### src/rs_macros.svh
/* Reservation station sizes */

`ifndef RS_MACROS_SVH
`define RS_MACROS_SVH

// operand and result width.
`define XLEN     32

// number of station slots and the width of a slot index.
`define RS_SIZE  8
`define SLOT_W   3

`define PREG_W   6
`define ROB_W    5

// a credit count must hold the value RS_SIZE itself.
`define CREDIT_W 4

`endif

### src/rs_pkg.sv
/* Reservation station types */

`include "rs_macros.svh"

package rs_pkg;

    // integer operations handled by the local ALU.
    typedef enum logic [2:0] {
        OP_ADD = 3'd0,
        OP_SUB = 3'd1,
        OP_AND = 3'd2,
        OP_OR  = 3'd3,
        OP_XOR = 3'd4,
        OP_SLT = 3'd5,
        OP_SLL = 3'd6,
        OP_SRL = 3'd7
    } alu_op_e;

    // a source operand is either a value or a tag that is still waiting.
    typedef struct packed {
        logic               ready;
        logic [`PREG_W-1:0] tag;
        logic [`XLEN-1:0]   value;
    } operand_t;

    // one station entry.
    // The operand fields only mean something while busy is set.
    typedef struct packed {
        logic               busy;
        logic [`ROB_W-1:0]  rob;
        logic [`PREG_W-1:0] dest;
        alu_op_e            op;
        operand_t           src1;
        operand_t           src2;
    } rs_slot_t;

endpackage

### src/issue_if.sv
/* Station to ALU issue */

`include "rs_macros.svh"

interface issue_if import rs_pkg::*; ();

    logic               valid;
    logic [`ROB_W-1:0]  rob;
    logic [`PREG_W-1:0] dest;
    alu_op_e            op;
    logic [`XLEN-1:0]   src_a;
    logic [`XLEN-1:0]   src_b;

    // the ALU never stalls, so a valid cycle is always a transfer.
    modport station (
        output valid, rob, dest, op, src_a, src_b
    );

    modport alu (
        input valid, rob, dest, op, src_a, src_b
    );

endinterface

### src/wb_if.sv
/* Writeback broadcast */

`include "rs_macros.svh"

interface wb_if ();

    logic               valid;
    logic [`ROB_W-1:0]  rob;
    logic [`PREG_W-1:0] dest;
    logic [`XLEN-1:0]   value;

    modport source (
        output valid, rob, dest, value
    );

    // there is no acknowledge, listeners just snoop.
    modport sink (
        input valid, rob, dest, value
    );

endinterface

### src/prio_enc.sv
/* Lowest-first priority encoder */

module prio_enc #(
    parameter int SIZE = 8
) (
    input  logic [SIZE-1:0]         req,
    output logic [$clog2(SIZE)-1:0] idx,
    output logic                    none
);

    localparam int IDX_W = $clog2(SIZE);

    // scanning from the top lets the lowest set bit win.
    always_comb begin
        idx = '0;
        for (int i = SIZE - 1; i >= 0; i--) begin
            if (req[i]) begin
                idx = IDX_W'(i);
            end
        end
    end

    // idx is zero and meaningless when nothing is requested.
    assign none = ~|req;

endmodule

### src/rs_station.sv
/* Integer reservation station */

`include "rs_macros.svh"

module rs_station import rs_pkg::*; (
    input  logic               clk,
    input  logic               rst,
    input  logic               disp_valid,
    input  logic [`ROB_W-1:0]  disp_rob,
    input  logic [`PREG_W-1:0] disp_dest,
    input  alu_op_e            disp_op,
    input  operand_t           disp_src1,
    input  operand_t           disp_src2,
    output logic               credit_return,
    issue_if.station           iss,
    wb_if.sink                 local_wb,
    wb_if.sink                 ext_wb
);

    rs_slot_t            slots [`RS_SIZE];
    logic [`RS_SIZE-1:0] free_vec;
    logic [`RS_SIZE-1:0] ready_vec;
    logic [`SLOT_W-1:0]  free_idx;
    logic [`SLOT_W-1:0]  ready_idx;
    logic                free_none;
    logic                ready_none;
    logic                alloc;
    rs_slot_t            sel_slot;

    // a waiting operand takes the value of a broadcast whose tag matches.
    // Both broadcasts never carry the same tag, so the order is arbitrary.
    function automatic operand_t wakeup(operand_t opnd);
        operand_t res;
        res = opnd;
        if (!opnd.ready) begin
            if (local_wb.valid && local_wb.dest == opnd.tag) begin
                res.ready = 1'b1;
                res.value = local_wb.value;
            end else if (ext_wb.valid && ext_wb.dest == opnd.tag) begin
                res.ready = 1'b1;
                res.value = ext_wb.value;
            end
        end
        return res;
    endfunction

    always_comb begin
        for (int i = 0; i < `RS_SIZE; i++) begin
            free_vec[i]  = !slots[i].busy;
            ready_vec[i] = slots[i].busy && slots[i].src1.ready && slots[i].src2.ready;
        end
    end

    prio_enc #(
        .SIZE(`RS_SIZE)
    ) free_sel (
        .req  (free_vec),
        .idx  (free_idx),
        .none (free_none)
    );

    prio_enc #(
        .SIZE(`RS_SIZE)
    ) ready_sel (
        .req  (ready_vec),
        .idx  (ready_idx),
        .none (ready_none)
    );

    // a request with no free slot breaks the credit protocol and is dropped.
    assign alloc    = disp_valid && !free_none;
    assign sel_slot = slots[ready_idx];

    // allocation and issue never touch the same slot, since one is free
    // and the other busy.
    always_ff @(posedge clk or posedge rst) begin
        if (rst) begin
            for (int i = 0; i < `RS_SIZE; i++) begin
                slots[i].busy <= 1'b0;
            end
        end else begin
            for (int i = 0; i < `RS_SIZE; i++) begin
                if (slots[i].busy) begin
                    slots[i].src1 <= wakeup(slots[i].src1);
                    slots[i].src2 <= wakeup(slots[i].src2);
                end
            end
            if (!ready_none) begin
                slots[ready_idx].busy <= 1'b0;
            end
            if (alloc) begin
                slots[free_idx] <= '{
                    busy: 1'b1,
                    rob:  disp_rob,
                    dest: disp_dest,
                    op:   disp_op,
                    src1: wakeup(disp_src1),
                    src2: wakeup(disp_src2)
                };
            end
        end
    end

    always_ff @(posedge clk or posedge rst) begin
        if (rst) begin
            iss.valid <= 1'b0;
        end else begin
            iss.valid <= !ready_none;
        end
    end

    always_ff @(posedge clk) begin
        if (!ready_none) begin
            iss.rob   <= sel_slot.rob;
            iss.dest  <= sel_slot.dest;
            iss.op    <= sel_slot.op;
            iss.src_a <= sel_slot.src1.value;
            iss.src_b <= sel_slot.src2.value;
        end
    end

    // every issue frees exactly one slot, which goes back upstream as a credit.
    assign credit_return = iss.valid;

endmodule

### src/exec_unit.sv
/* Pipelined integer ALU */

`include "rs_macros.svh"

module exec_unit import rs_pkg::*; (
    input  logic clk,
    input  logic rst,
    issue_if.alu iss,
    wb_if.source wb
);

    logic               s1_valid;
    logic [`ROB_W-1:0]  s1_rob;
    logic [`PREG_W-1:0] s1_dest;
    alu_op_e            s1_op;
    logic [`XLEN-1:0]   s1_a;
    logic [`XLEN-1:0]   s1_b;
    logic [`XLEN-1:0]   result;

    // stage one only captures the issued micro-op.
    always_ff @(posedge clk or posedge rst) begin
        if (rst) begin
            s1_valid <= 1'b0;
        end else begin
            s1_valid <= iss.valid;
        end
    end

    always_ff @(posedge clk) begin
        s1_rob  <= iss.rob;
        s1_dest <= iss.dest;
        s1_op   <= iss.op;
        s1_a    <= iss.src_a;
        s1_b    <= iss.src_b;
    end

    // shift amounts use the low five bits of the second operand.
    always_comb begin
        case (s1_op)
            OP_ADD:  result = s1_a + s1_b;
            OP_SUB:  result = s1_a - s1_b;
            OP_AND:  result = s1_a & s1_b;
            OP_OR:   result = s1_a | s1_b;
            OP_XOR:  result = s1_a ^ s1_b;
            OP_SLT:  result = {{(`XLEN-1){1'b0}}, $signed(s1_a) < $signed(s1_b)};
            OP_SLL:  result = s1_a << s1_b[4:0];
            OP_SRL:  result = s1_a >> s1_b[4:0];
            default: result = '0;
        endcase
    end

    // stage two puts the result on the local writeback broadcast.
    always_ff @(posedge clk or posedge rst) begin
        if (rst) begin
            wb.valid <= 1'b0;
        end else begin
            wb.valid <= s1_valid;
        end
    end

    always_ff @(posedge clk) begin
        wb.rob   <= s1_rob;
        wb.dest  <= s1_dest;
        wb.value <= result;
    end

endmodule

### src/rs_subsys.sv
/* Reservation station cluster */

`include "rs_macros.svh"

module rs_subsys import rs_pkg::*; (
    input  logic               clk,
    input  logic               rst,
    input  logic               disp_valid,
    input  logic [`ROB_W-1:0]  disp_rob,
    input  logic [`PREG_W-1:0] disp_dest,
    input  alu_op_e            disp_op,
    input  logic               disp_src1_ready,
    input  logic [`PREG_W-1:0] disp_src1_tag,
    input  logic [`XLEN-1:0]   disp_src1_value,
    input  logic               disp_src2_ready,
    input  logic [`PREG_W-1:0] disp_src2_tag,
    input  logic [`XLEN-1:0]   disp_src2_value,
    input  logic               ext_wb_valid,
    input  logic [`ROB_W-1:0]  ext_wb_rob,
    input  logic [`PREG_W-1:0] ext_wb_dest,
    input  logic [`XLEN-1:0]   ext_wb_value,
    output logic               credit_return,
    output logic               res_valid,
    output logic [`ROB_W-1:0]  res_rob,
    output logic [`PREG_W-1:0] res_dest,
    output logic [`XLEN-1:0]   res_value
);

    operand_t disp_src1;
    operand_t disp_src2;

    issue_if iss_bus ();
    wb_if    local_wb ();
    wb_if    ext_wb ();

    assign disp_src1 = '{ready: disp_src1_ready, tag: disp_src1_tag, value: disp_src1_value};
    assign disp_src2 = '{ready: disp_src2_ready, tag: disp_src2_tag, value: disp_src2_value};

    // writebacks from the other execution units.
    assign ext_wb.valid = ext_wb_valid;
    assign ext_wb.rob   = ext_wb_rob;
    assign ext_wb.dest  = ext_wb_dest;
    assign ext_wb.value = ext_wb_value;

    rs_station rs_station_i (
        .clk           (clk),
        .rst           (rst),
        .disp_valid    (disp_valid),
        .disp_rob      (disp_rob),
        .disp_dest     (disp_dest),
        .disp_op       (disp_op),
        .disp_src1     (disp_src1),
        .disp_src2     (disp_src2),
        .credit_return (credit_return),
        .iss           (iss_bus),
        .local_wb      (local_wb),
        .ext_wb        (ext_wb)
    );

    exec_unit exec_unit_i (
        .clk (clk),
        .rst (rst),
        .iss (iss_bus),
        .wb  (local_wb)
    );

    // the local broadcast doubles as the result bus of the cluster.
    assign res_valid = local_wb.valid;
    assign res_rob   = local_wb.rob;
    assign res_dest  = local_wb.dest;
    assign res_value = local_wb.value;

endmodule

### config.mk
export PLATFORM = sky130hd
export DESIGN_NAME = rs_subsys
export DESIGN_NICKNAME = d
export VERILOG_FILES = /design/src/rs_pkg.sv /design/src/issue_if.sv /design/src/wb_if.sv /design/src/prio_enc.sv /design/src/rs_station.sv /design/src/exec_unit.sv /design/src/rs_subsys.sv
export VERILOG_INCLUDE_DIRS = /design/src /design/src/src
export SDC_FILE = /design/constraint.sdc
export NUM_CORES = 2
export LEC_CHECK = 0
export ABC_AREA = 0
export BUFFER_PORTS_ARGS = -buffer_cell sky130_fd_sc_hd__buf_2
export CORE_MARGIN = 2
export CORE_UTILIZATION = 25
export DETAILED_ROUTE_END_ITERATION = 7
export PLACE_DENSITY = 0.42
export REMOVE_ABC_BUFFERS = 1
export SLEW_MARGIN = 20
export SYNTH_ARGS = -nofsm -noshare
export SYNTH_HDL_FRONTEND = slang
export SYNTH_HIERARCHICAL = 1
export SYNTH_SLANG_ARGS = --single-unit
### constraint.sdc
create_clock -name clk -period 23.7 [get_ports clk]
set_input_delay 5.925 -clock clk [delete_from_list [all_inputs] [get_ports clk]]
set_output_delay 5.925 -clock clk [all_outputs]
set_load 0.1 [all_outputs]
==> results.txt <==
----------------------------------------------------
[Run status]
  Outcome ... finished clean

[Timing]
  Post-route fraction of the period consumed by the critical path ... around 39%
  Time the worst path needs with I/O delays and setup ... roughly 9.1 ns
  Final hold vios ... 0
  Setup repair after global routing missed its margin ... false
  Slew margin rel. ... 20.1%
  Setup Viol. Count Final ... 0
  Pin slew with the least headroom to its limit ... roughly 1.2 ns
  Final count of pins violating max slew ... 0
  Final sum of negative setup slack ... 0 ns
  Maximum clock frequency ... 109 MHz
  Setup Skew ... 0.0696 ns

[Setup path]
  Critical path data required time ... 24.34 ns
  Worst stage delay on the critical path ... approximately 1.1 ns
  CP endpoint ... rs_station_i/slots[55]
  Number of cells on the worst reg-to-reg path ... 10
  Number of gates on the worst path with buffers counted ... 9
  Signal arrival time at the worst endpoint ... between 9 and 10 ns
  Cell breakdown of the critical path ... buf_2, buf_4, xor2_1, nor4_1, nand4_1, a211oi_4, buf_4, a21o_1, a221o_1
  Buffer and inverter count on the worst path ... 3
  Nature of the critical path endpoint ... register
  Endpoint of the worst-slack reg-to-reg timing path ... rs_station_i/slots[428]
  Cell with the largest stage delay on the worst path ... a211oi_4
  Maximum net fanout on the critical path ... 18
  Setup crit start kind ... primary input
  R2r startpoint ... rs_station_i/slots[185]
  Minimum setup slack among reg-to-reg paths ... roughly 19 ns
  Classification of the worst setup path ... in -> reg
  Most frequent cell on the critical path ... buf_4
  Cell class contributing the biggest share of worst-path delay ... compound AO/OA/AOI/OAI gates
  Launching instance or port of the critical path ... ext_wb_dest[2]

[Placed design]
  Final Wtd Congestion ... 0.940
  HPWL reported at the end of detailed placement ... 236000 um
  Dpl cells ... 10500
  PortBufs ... 178

[Power and ir drop]
  Power density over the cells ... 146 nW/um^2
  Leakage power total ... 27.0 nW
  IR drop worst, VDD ... approximately 0.00013 V

[Clock network]
  Root buf cell ... clkbuf_16
  Clk pin slew, worst setup/hold paths ... 0.06 ns
  Source-to-sink clock delay at the later pin of the worst-skew pair ... 0.84 ns
  Post-CTS setup buffers ... 0
  Level count of the clock H-tree ... 3
  Clock buffers created by TritonCTS ... 117
  CTS hold repair buffers ... 0
  CTS tree ... done
  Number of buffers on the longest clock path ... 3
  Post-cts sizing count ... 0
  Clock tree sinks ... 946

[Drt]
  Vias per cell ... 6.10
  Wire length after detailed routing ... between 300000 and 400000 um
  Number of iterations in the first detailed-routing pass ... 8
  Post-route DRC violation count ... 0
  Number of violations reported at the end of detailed-routing iteration 0 ... 9692
  Post-route ant nets ... 0
  Wire length per cell ... ~35 um
  Via count ... 65500

[Yosys]
  Async S/R FF share, synth ... 1.16%
  Most used DFF post-synth ... edfxtp_1
  Post-synthesis average cell area ... ~9.1 um^2
  Sequential element share of the synthesized area ... 40.6%
  YS warnings ... 6
  Number of flip-flops and latches in the synthesized netlist ... 946
  Total standard cell area after synthesis ... 66800 um^2
  Mapped Cells ... 7334
  Number of synthesized flops with an enable pin ... slightly above 800
  Unique masters post-synth ... 101

[Floorplanning]
  Chip Height ... 521 um
  Initial standard-cell utilization of the core ... 25.2%
  Number of cell rows ... roughly 190
  Core Box Area ... between 200000 and 300000 um^2
  I/O pin count ... 184
  Total die area ... 271000 um^2
  Die outline width ... 521 um

[Layout]
  Non-filler instance count after layout ... approximately 11000
  Ratio of cells with drive above 1 in the final layout ... 14.9%
  Share of the core filled with cells in the final layout ... 28.4%
  Number of nets in the layout ... 7325
  Growth of design area from synthesis to finish ... 13.0%

[Global route]
  Global-route wire length before repair ... 515000 um
  Overflow left after global routing ... 0
  Number of antenna violations at the first check in global routing ... between 80 and 90
  Number of global-route vias before repair ... 62300
  Pin count of the biggest net entering global routing ... 151
  Global routing usage summed across all routing layers ... 26.9%

[Min path]
  Critical hold path startpoint ... exec_unit_i/s1_dest[0]
  Min-delay worst type ... reg -> reg

[Run]
  Reported max-cap violation count ... 0

----------------------------------------------------
## how the worst min path moves through the flow
stage,to,slack (ns),cells past startpoint
after floorplan,exec_unit_i/wb.dest[0],0.31,0
after global placement,exec_unit_i/wb.dest[0],0.31,0
after detailed placement,exec_unit_i/wb.rob[3],0.31,0
after CTS,exec_unit_i/wb.dest[0],0.33,0
after global routing,exec_unit_i/wb.dest[0],0.33,0
final,exec_unit_i/wb.dest[0],0.33,0
## flip-flops by register name, indices dropped and copies added (netlist names)
register	count
exec_unit_i/s1_a	32
exec_unit_i/s1_b	32
exec_unit_i/s1_dest	6
exec_unit_i/s1_op	3
exec_unit_i/s1_rob	5
exec_unit_i/s1_valid	1
exec_unit_i/wb.dest	6
exec_unit_i/wb.rob	5
exec_unit_i/wb.valid	1
exec_unit_i/wb.value	32
rs_station_i/credit_return	1
rs_station_i/iss.dest	6
rs_station_i/iss.op	3
rs_station_i/iss.rob	5
rs_station_i/iss.src_a	32
rs_station_i/iss.src_b	32
rs_station_i/slots	744
## layer usage
metal	vias up	global-route usage, %	wire [um]
li1	26900	-	-
met1	32600	34.7	148000
met2	4814	39.3	159000
met3	1117	7.92	44700
met4	66	16.4	26900
met5	-	0	417
## layout make-up
type	instances	area, um^2
diodes	26	65.1
flip-flops and latches	946	27100
multi-input cells	5425	36500
well taps	3533	4420
repair buffers	419	2770
clock inverters	46	522
clock buffers	172	3360
inverters	178	678
fillers	28000	190000
## cell usage in the layout (no fill, tap or decap), drive strengths merged, types with 187 or more instances in the layout
master and instances:
a21oi 395, a221o 294, buf 419, edfxtp 814, mux4 187, nand2 826
nor2 862, nor3 465, o21ai 435
## through the flow
stage          hold slack, ns  setup slack [ns]  area [um^2]  power (mW)
5_1_grt                 0.328             14.54        75400        11.4
3_5_place_dp            0.312             13.73        71500        8.95
2_1_floorplan           0.310              3.69        63700        6.56
3_3_place_gp            0.312             13.79        71500        8.92
6_report                0.325             14.57        75500        11.0
4_1_cts                 0.327             14.59        75400        10.9
## kinds of logic (layout without fill, tap and decap cells)
kind of cell,Yosys count,after routing,share of synthesized area [%]
adder cells (fa/ha/maj),99,99,1.88
multiplexers,435,435,10.3
buffers and inverters,963,815,5.67
other,0,26,0
flip-flops,946,946,40.6
AND/OR/NAND/NOR,2759,2759,18.6
XOR/XNOR,227,227,2.98
AO/OA/AOI/OAI,1905,1905,20.0
## synthesized netlist by cell type (97+ instances only)
master,number,area [um^2]
a31oi_1,120,751
mux2i_1,124,1240
nor3_1,465,2330
o221ai_1,147,1290
clkbuf_1,567,2130
xnor2_1,142,1240
buf_2,101,505
ha_1,97,1210
o21ai_0,427,2140
buf_1,104,390
inv_1,171,642
edfxtp_1,814,24400
nor2_1,860,3230
and3_1,179,1120
a21oi_1,393,1970
or3_1,102,638
mux4_2,185,4170
nand2_1,825,3100
dfxtp_1,121,2420
a221o_1,294,2940
mux2_2,123,1390
## power by group
group	leakage (nW)	internal (mW)	switching [mW]	total (mW)
registers	9.18	2.43	0.340	2.77
logic	15.9	1.96	4.41	6.37
clock network	1.89	1.05	0.834	1.88
Power figures use the tool's default switching activity.
